File: config.mk
export PLATFORM = sky130hd
export DESIGN_NAME = cam_cfg_top
export DESIGN_NICKNAME = d
export VERILOG_FILES = /design/src/cam_cfg_pkg.sv /design/src/cam_cfg_top.sv /design/src/sccb_writer.sv /design/src/cam_cfg_sequencer.sv /design/src/ov5640_reg_table.sv
export SDC_FILE = /design/constraint.sdc
export NUM_CORES = 1
export LEC_CHECK = 0
export BUFFER_PORTS_ARGS = -buffer_cell sky130_fd_sc_hd__buf_2
export CAP_MARGIN = 20
export CORE_ASPECT_RATIO = 0.5
export CORE_UTILIZATION = 50
export DETAILED_ROUTE_END_ITERATION = 10
export PLACE_DENSITY = 0.74
export SETUP_SLACK_MARGIN = 0.15
export SLEW_MARGIN = 20
export SYNTH_ARGS = -nofsm -noshare
export SYNTH_HDL_FRONTEND = slang
export SYNTH_HIERARCHICAL = 1
export SYNTH_SLANG_ARGS = --single-unit
File: constraint.sdc
create_clock -name clk_25M -period 2.5 [get_ports clk_25M]
set_input_delay 0.125 -clock clk_25M [delete_from_list [all_inputs] [get_ports clk_25M]]
set_output_delay 0.125 -clock clk_25M [all_outputs]
set_load 0.02 [all_outputs]
File: src/cam_cfg_pkg.sv
`default_nettype none

package cam_cfg_pkg;

   //////////////////////////////////////////////////////////////////////
   // output size
   //////////////////////////////////////////////////////////////////////

   // active width and height sent to 3808..380b
   localparam logic [15:0] DISPLAY_H = 16'd1280;
   localparam logic [15:0] DISPLAY_V = 16'd720;

   //////////////////////////////////////////////////////////////////////
   // register table
   //////////////////////////////////////////////////////////////////////

   // entries actually written to the sensor
   localparam int CFG_NUM_REGS = 20;
   // index must also hold CFG_NUM_REGS itself (end marker)
   localparam int CFG_INDEX_W = 5;

   //////////////////////////////////////////////////////////////////////
   // sccb bus
   //////////////////////////////////////////////////////////////////////

   // ov5640 write address, 8-bit form
   localparam logic [7:0] SCCB_DEV_ID = 8'h78;
   // quarter scl period in clk_25M cycles
   // 1250 gives 5 kHz scl, well under the sensor limit
   localparam int SCCB_PHASE_CYCLES = 1250;
   // id, addr hi, addr lo, data
   localparam int SCCB_FRAME_BYTES = 4;
   // 8 data bits plus the don't-care 9th bit
   localparam int SCCB_BIT_SLOTS = 9;

   //////////////////////////////////////////////////////////////////////
   // types
   //////////////////////////////////////////////////////////////////////

   // one table row
   typedef struct packed {
      logic [15:0] reg_addr;
      logic [7:0]  reg_val;
   } cfg_entry_t;

   // three-phase write, first byte on the wire is the msb field
   typedef struct packed {
      logic [7:0] dev_id;
      logic [7:0] addr_hi;
      logic [7:0] addr_lo;
      logic [7:0] data;
   } sccb_write_t;

   // sequencer fills the fields, serializer walks the bytes
   // bytes[3] is dev_id and goes out first
   typedef union packed {
      sccb_write_t                            fields;
      logic [SCCB_FRAME_BYTES-1:0][7:0]       bytes;
   } sccb_frame_u;

endpackage

`default_nettype wire
File: src/cam_cfg_top.sv
`timescale 1ns/1ps
`default_nettype none

module cam_cfg_top
   import cam_cfg_pkg::*;
#(
   parameter int PHASE_CYCLES = SCCB_PHASE_CYCLES
) (
   input  wire logic              clk_25M,
   input  wire logic              camera_rstn,
   input  wire logic              initial_en,
   output logic                   reg_conf_done,
   output logic                   scl,
   output logic                   sda_oe,
   output logic [CFG_INDEX_W-1:0] reg_index
);

   cfg_entry_t  entry;
   sccb_frame_u frame;
   logic        start;
   logic        frame_done;

   // index -> address/value, same cycle
   ov5640_reg_table u_table (
      .reg_index (reg_index),
      .entry     (entry)
   );

   // walks the table, one write at a time
   cam_cfg_sequencer u_seq (
      .clk_25M       (clk_25M),
      .camera_rstn   (camera_rstn),
      .initial_en    (initial_en),
      .entry         (entry),
      .frame_done    (frame_done),
      .reg_index     (reg_index),
      .frame         (frame),
      .start         (start),
      .reg_conf_done (reg_conf_done)
   );

   // sccb line driver, sda as open-drain enable
   sccb_writer #(
      .PHASE_CYCLES (PHASE_CYCLES)
   ) u_writer (
      .clk_25M     (clk_25M),
      .camera_rstn (camera_rstn),
      .start       (start),
      .frame       (frame),
      .scl         (scl),
      .sda_oe      (sda_oe),
      .frame_done  (frame_done)
   );

endmodule

`default_nettype wire

File: src/sccb_writer.sv
`timescale 1ns/1ps
`default_nettype none

module sccb_writer
   import cam_cfg_pkg::*;
#(
   parameter int PHASE_CYCLES = SCCB_PHASE_CYCLES
) (
   input  wire logic  clk_25M,
   input  wire logic  camera_rstn,
   input  wire logic  start,
   input  wire sccb_frame_u frame,
   output logic       scl,
   output logic       sda_oe,
   output logic       frame_done
);

   localparam int DIV_W     = $clog2(PHASE_CYCLES + 1);
   localparam int SLOT_LAST = SCCB_BIT_SLOTS - 1;

   typedef enum logic [1:0] {
      S_IDLE,
      S_START,
      S_BITS,
      S_STOP
   } wr_state_t;

   wr_state_t   state;
   wr_state_t   state_n;
   logic [DIV_W-1:0] div_cnt;
   logic        tick;
   // byte_idx counts down from bytes[3]
   logic [1:0]  byte_idx;
   logic [1:0]  byte_n;
   logic [3:0]  slot_cnt;
   logic [3:0]  slot_n;
   logic [1:0]  phase;
   logic [1:0]  phase_n;
   logic [2:0]  bit_sel;
   logic        bit_n;
   logic        scl_n;
   logic        sda_n;
   sccb_frame_u frame_q;

   //////////////////////////////////////////////////////////////////////
   // phase tick
   //////////////////////////////////////////////////////////////////////

   // one tick per quarter scl period while busy
   assign tick = (state != S_IDLE) && (div_cnt == DIV_W'(PHASE_CYCLES - 1));

   always_ff @(posedge clk_25M) begin
      if (!camera_rstn) begin
         div_cnt <= '0;
      end else if (state == S_IDLE || tick) begin
         div_cnt <= '0;
      end else begin
         div_cnt <= div_cnt + 1'b1;
      end
   end

   //////////////////////////////////////////////////////////////////////
   // position through start cond, 4 x 9 slots of 4 phases and stop cond
   //////////////////////////////////////////////////////////////////////

   always_comb begin
      state_n = state;
      byte_n  = byte_idx;
      slot_n  = slot_cnt;
      phase_n = phase;
      case (state)
         S_IDLE: begin
            // start ignored while a write runs
            if (start) begin
               state_n = S_START;
               byte_n  = 2'(SCCB_FRAME_BYTES - 1);
               slot_n  = '0;
               phase_n = '0;
            end
         end
         S_START: begin
            if (tick) begin
               phase_n = phase + 1'b1;
               if (phase == 2'd1) begin
                  state_n = S_BITS;
                  phase_n = '0;
               end
            end
         end
         S_BITS: begin
            if (tick) begin
               // 2-bit phase wraps 3 -> 0 by itself
               phase_n = phase + 1'b1;
               if (phase == 2'd3) begin
                  if (slot_cnt == 4'(SLOT_LAST)) begin
                     slot_n = '0;
                     if (byte_idx == 2'd0) begin
                        state_n = S_STOP;
                     end else begin
                        byte_n = byte_idx - 1'b1;
                     end
                  end else begin
                     slot_n = slot_cnt + 1'b1;
                  end
               end
            end
         end
         S_STOP: begin
            if (tick) begin
               phase_n = phase + 1'b1;
               if (phase == 2'd1) begin
                  state_n = S_IDLE;
                  phase_n = '0;
               end
            end
         end
         default: state_n = S_IDLE;
      endcase
   end

   // msb first within a byte
   assign bit_sel = 3'd7 - slot_n[2:0];
   assign bit_n   = frame_q.bytes[byte_n][bit_sel];

   // line levels for the next position
   always_comb begin
      scl_n = 1'b1;
      sda_n = 1'b0;
      case (state_n)
         // sda pulled low with scl high
         S_START: sda_n = 1'b1;
         S_BITS: begin
            // low in phases 0/1 and high in 2/3
            scl_n = phase_n[1];
            // 9th slot released since ack is not sampled
            sda_n = (slot_n == 4'(SLOT_LAST)) ? 1'b0 : ~bit_n;
         end
         // sda held low while scl goes low then high and released on exit
         S_STOP: begin
            scl_n = phase_n[0];
            sda_n = 1'b1;
         end
         default: begin
            scl_n = 1'b1;
            sda_n = 1'b0;
         end
      endcase
   end

   //////////////////////////////////////////////////////////////////////
   // registers
   //////////////////////////////////////////////////////////////////////

   always_ff @(posedge clk_25M) begin
      if (!camera_rstn) begin
         state      <= S_IDLE;
         byte_idx   <= '0;
         slot_cnt   <= '0;
         phase      <= '0;
         scl        <= 1'b1;
         sda_oe     <= 1'b0;
         frame_done <= 1'b0;
      end else begin
         state      <= state_n;
         byte_idx   <= byte_n;
         slot_cnt   <= slot_n;
         phase      <= phase_n;
         scl        <= scl_n;
         sda_oe     <= sda_n;
         // end of the last stop phase
         frame_done <= (state == S_STOP) && (phase == 2'd1) && tick;
      end
   end

   // capture the frame at start
   always_ff @(posedge clk_25M) begin
      if (state == S_IDLE && start) begin
         frame_q <= frame;
      end
   end

endmodule

`default_nettype wire

File: src/cam_cfg_sequencer.sv
`timescale 1ns/1ps
`default_nettype none

module cam_cfg_sequencer
   import cam_cfg_pkg::*;
(
   input  wire logic                   clk_25M,
   input  wire logic                   camera_rstn,
   input  wire logic                   initial_en,
   input  wire cfg_entry_t             entry,
   input  wire logic                   frame_done,
   output logic [CFG_INDEX_W-1:0]      reg_index,
   output sccb_frame_u                 frame,
   output logic                        start,
   output logic                        reg_conf_done
);

   // launch doubles as idle before the first write
   typedef enum logic [1:0] {
      S_LAUNCH,
      S_WAIT,
      S_ADVANCE
   } step_t;

   step_t       step;
   sccb_frame_u next_frame;
   logic        more_regs;

   // still inside the table
   assign more_regs = (reg_index < CFG_INDEX_W'(CFG_NUM_REGS));

   // frame for the current entry with the device id in front
   always_comb begin
      next_frame.fields.dev_id  = SCCB_DEV_ID;
      next_frame.fields.addr_hi = entry.reg_addr[15:8];
      next_frame.fields.addr_lo = entry.reg_addr[7:0];
      next_frame.fields.data    = entry.reg_val;
   end

   //////////////////////////////////////////////////////////////////////
   // step control
   //////////////////////////////////////////////////////////////////////

   always_ff @(posedge clk_25M) begin
      if (!camera_rstn) begin
         step          <= S_LAUNCH;
         start         <= 1'b0;
         reg_index     <= '0;
         reg_conf_done <= 1'b0;
      end else begin
         // single-cycle start pulse
         start <= 1'b0;
         case (step)
            S_LAUNCH: begin
               // hold here until enabled and for good once done
               if (initial_en && !reg_conf_done && more_regs) begin
                  start <= 1'b1;
                  step  <= S_WAIT;
               end
            end
            S_WAIT: begin
               // wait for the writer to finish the one outstanding write
               if (frame_done) begin
                  reg_index <= reg_index + 1'b1;
                  step      <= S_ADVANCE;
               end
            end
            S_ADVANCE: begin
               // index already moved so launch the next write or finish
               if (more_regs) begin
                  start <= 1'b1;
                  step  <= S_WAIT;
               end else begin
                  reg_conf_done <= 1'b1;
                  step          <= S_LAUNCH;
               end
            end
            default: step <= S_LAUNCH;
         endcase
      end
   end

   // frame loads with start and stays put during the write
   always_ff @(posedge clk_25M) begin
      if ((step == S_LAUNCH && initial_en && !reg_conf_done && more_regs) ||
          (step == S_ADVANCE && more_regs)) begin
         frame <= next_frame;
      end
   end

endmodule

`default_nettype wire

File: src/ov5640_reg_table.sv
`timescale 1ns/1ps
`default_nettype none

module ov5640_reg_table
   import cam_cfg_pkg::*;
(
   input  wire logic [CFG_INDEX_W-1:0] reg_index,
   output cfg_entry_t                  entry
);

   //////////////////////////////////////////////////////////////////////
   // write list, sent in index order
   //////////////////////////////////////////////////////////////////////

   always_comb begin
      case (reg_index)
         // system control
         // clock from pad, then soft reset, then power down for setup
         5'd0:  entry = '{16'h3103, 8'h11};
         5'd1:  entry = '{16'h3008, 8'h82};
         5'd2:  entry = '{16'h3008, 8'h42};
         // clock back to the pll path
         5'd3:  entry = '{16'h3103, 8'h03};

         // pll, 24 MHz in
         5'd4:  entry = '{16'h3035, 8'h21};
         5'd5:  entry = '{16'h3036, 8'h69};

         // sensor window start x/y
         5'd6:  entry = '{16'h3800, 8'h00};
         5'd7:  entry = '{16'h3801, 8'h00};
         5'd8:  entry = '{16'h3802, 8'h00};
         5'd9:  entry = '{16'h3803, 8'hFA};
         // sensor window end x/y
         5'd10: entry = '{16'h3804, 8'h0A};
         5'd11: entry = '{16'h3805, 8'h3F};
         5'd12: entry = '{16'h3806, 8'h06};
         5'd13: entry = '{16'h3807, 8'hA9};

         // output size from the display size
         // high byte first, as the sensor expects
         5'd14: entry = '{16'h3808, DISPLAY_H[15:8]};
         5'd15: entry = '{16'h3809, DISPLAY_H[7:0]};
         5'd16: entry = '{16'h380A, DISPLAY_V[15:8]};
         5'd17: entry = '{16'h380B, DISPLAY_V[7:0]};

         // rgb565 output
         5'd18: entry = '{16'h4300, 8'h60};

         // leave power down, start streaming
         5'd19: entry = '{16'h3008, 8'h02};

         // past the end, sequencer stops before using this
         default: entry = '{16'hFFFF, 8'hFF};
      endcase
   end

endmodule

`default_nettype wire

==> flow_metrics.py <==
metrics = {
    "run_status": {
        "outcome": "complete, but fails checks",
        "violations": "negative setup slack",
    },
    "clock_tree": {
        "cts-root-buf": "clkbuf_16",
        "numCtsBuffers": 9,
        "hold_buffers": 0,
        "cts_sinks": 89,
        "cts_tree": "done",
        "htree_levels": 3,
        "clk_pin_slew_ns": 0.07,
        "clockBufferDepth": 2,
        "clock_latency_ns": 0.35,
    },
    "die": {
        "dieArea_um2": 9300,
        "die_width_um": 135,
        "core_area_um2": 8320,
        "start_util": 0.535,
        "rows": 23,
        "die_y_um": 68.7,
        "ios": 11,
    },
    "logic_synthesis": {
        "syn_inst": 386,
        "seq_area_frac_synth": 0.527,
        "yosys_warnings": 6,
        "syn_avg_cell_area_um2": 11.5,
        "ys_ff_latch": 89,
        "async_reset_ff_frac": 0,
        "synth_cell_types": 77,
        "synth-edff-count": 56,
        "ys.flop_type": "edfxtp_1",
        "syn_area_um2": 4450,
    },
    "drt": {
        "vias_per_cell": 5.62,
        "drtPass1Iterations": 5,
        "dr_total_vias": 2984,
        "routed_wl_mm": 8.56,
        "ant_nets": 0,
        "drc": 0,
        "avgRoutedWirePerCell_um": 16.1,
        "drtIter0Drc": 192,
    },
    "timing": {
        "relSlewSlack": 0.455,
        "finalSetupViolCount": 1,
        "fin_ws_ns": -0.0269,
        "holdWs_ns": 0.120,
        "worst_slew_pin_slew_ns": 0.816,
        "grt_setup_unrepaired": "yes",
        "max_freq_mhz": 396,
        "min_period_ns": 2.53,
        "hold_viol_final": 0,
        "final_max_slew_viol_count": 0,
        "clock_skew_ns": 0.00830,
        "finalCritPeriodShare": 1.01,
    },
    "placement": {
        "io_buffer_count": 10,
        "preCtsSetupSlack_ns": -0.0168,
        "routabilityCongestion": 0.885,
        "place_inst": 510,
        "hpwl_mm": 5.93,
    },
    "worst_setup_path": {
        "path_buf_inv": 1,
        "crit_end": "u_writer/sda_oe$_SDFF_PN0_",
        "path_class": "reg2reg",
        "path_delay_family": "simple AND/OR/NAND/NOR gates",
        "required_ns": 2.74,
        "max_stage_delay_ns": 0.52,
        "crit_start": "u_writer/div_cnt[1]$_SDFF_PP0_",
        "r2r_start": "u_writer/div_cnt[1]$_SDFF_PP0_",
        "crit_cells": 10,
        "startpoint_type": "flop",
        "crit_arrival_ns": 2.77,
        "cp-end-kind": "flop",
        "r2r-end": "u_writer/sda_oe$_SDFF_PN0_",
        "slowest_stage": "or4_1",
        "reg2reg_depth": 10,
        "path_max_fanout": 7,
        "crit_chain": "inv_1 -> ha_1 -> and4bb_2 -> nand4_4 -> o32a_1 -> mux2i_1 -> nor2_1 -> a211oi_1 -> or4_1 -> o211a_1",
        "rrSetupSlack_ns": -0.03,
    },
    "cells_and_area": {
        "nFillCells": 631,
        "area_delta_synth_final_pct": 14.2,
        "final_cells": 531,
        "nets": 436,
        "final_layout_size_suffix_gt1_frac": 0.198,
        "utilization": 0.611,
        "n_antenna_cell": 0,
    },
    "run": {
        "cap_violations": 0,
    },
    "global_route": {
        "globalRouteMet2Util": 0.357,
        "use_met3": 0.0621,
        "grt_max_degree": 28,
        "grt_pass1_vias": 2926,
        "grt.busiest_layer": "met2",
        "antenna_found_initial": 0,
        "grt_overflow_total": 0,
        "grt_use_met1": 0.240,
        "groute.usage.overall": 0.205,
        "grt_pass1_wl_mm": 14.1,
    },
    "power": {
        "vdd_drop_max_v": 0.000345,
        "finalPower_mw": 3.28,
        "pwr_density_cell_nw_per_um2": 645,
        "leakagePower_nw": 1.96,
    },
    "hold_path": {
        "hp-class": "in2reg",
    },
}
## placed cells by master (no fill, tap or decap), types with 12 or more instances in the layout
cell type and count:
nand3_1 13, a21oi_1 12, inv_1 15, nor2_1 28, buf_4 27, edfxtp_1 56, mux2i_1 18, dfxtp_1 28
nand2_1 22, ha_1 19
## where the power goes
group	total (mW)	switching, mW	internal, mW
clock	1.44	0.558	0.886
sequential	1.63	0.0244	1.61
combinational	0.201	0.118	0.0832
total	3.28	0.701	2.58
## layer usage
layer | up-vias | share of wire
met5 | - | 0
met4 | 0 | 0.021
met3 | 18 | 0.047
li1 | 1460 | -
met2 | 89 | 0.48
met1 | 1417 | 0.45
## synth_stat cells (5+ instances only)
library cell / count / area [um2]
nand3_1: 13 / 65.1
xor2_1: 8 / 70.1
ha_1: 19 / 238
buf_4: 17 / 128
nor3_1: 9 / 45.0
a31oi_1: 8 / 50.1
dfxtp_1: 33 / 661
inv_1: 15 / 56.3
nand2_1: 22 / 82.6
nor2_1: 28 / 105
mux2i_1: 18 / 180
and3_1: 5 / 31.3
o21ai_0: 10 / 50.1
a21oi_1: 12 / 60.1
or3_1: 6 / 37.5
nor4_1: 5 / 31.3
edfxtp_1: 56 / 1680
## sequential cells by signal, summed over array words and instances (netlist names)
register	cells
u_seq/start	1
u_writer/phase	2
u_writer/frame_q	32
u_writer/div_cnt	11
u_writer/frame_done	1
u_writer/scl	1
u_writer/sda_oe	1
u_seq/reg_index	5
u_seq/frame	24
u_seq/reg_conf_done	1
u_writer/slot_cnt	4
u_writer/byte_idx	2
u_seq/step	2
u_writer/state	2
## kinds of logic after synthesis
kind of cell    synth area share
simple gates               0.157
compound gates             0.125
flops                      0.527
mux                       0.0557
other cells              0.00169
xor+xnor                  0.0197
buf+inv                   0.0602
fa+ha+maj                 0.0535
## layout make-up
| class | count | area, um2 | area share |
|---|---|---|---|
| flip-flops and latches | 89 | 2350 | 0.463 |
| multi-input cells | 256 | 1900 | 0.374 |
| repair buffers | 39 | 293 | 0.0576 |
| clock buffers | 11 | 233 | 0.0458 |
| well taps | 112 | 140 | 0.0276 |
| clock inverters | 5 | 87.6 | 0.0172 |
| inverters | 19 | 71.3 | 0.0140 |
## how the worst min path moves through the flow
stage / startpoint / to / slack [ns] / cells past startpoint
3_3_place_gp: u_seq/frame[23]$_DFFE_PP_ / u_writer/frame_q[23]$_DFFE_PP_ / 0.40 / 0
6_report: camera_rstn / u_seq/step[0]$_SDFFE_PN0P_ / 0.12 / 2
5_1_grt: camera_rstn / u_seq/step[0]$_SDFFE_PN0P_ / 0.12 / 2
3_5_place_dp: u_seq/frame[18]$_DFFE_PP_ / u_writer/frame_q[18]$_DFFE_PP_ / 0.40 / 0
2_1_floorplan: camera_rstn / u_seq/step[0]$_SDFFE_PN0P_ / 0.24 / 1
4_1_cts: camera_rstn / u_seq/step[0]$_SDFFE_PN0P_ / 0.12 / 2
## timing repair
action                     4_1_cts  5_1_grt
gates resized for setup          8        1
pin swaps                        5        3
setup endpoints to repair        1        1
buffers inserted                 3        2
## through the flow
| step | instance area, um2 | setup TNS (ns) |
|---|---|---|
| final | 5080 | -0.0269 |
| after global placement | 4680 | 0 |
| after CTS | 5060 | 0 |
| after detailed placement | 4680 | -0.0168 |
| after global routing | 5080 | -0.0925 |
| after floorplan | 4490 | 0 |
(Power assumes the default switching activity.)
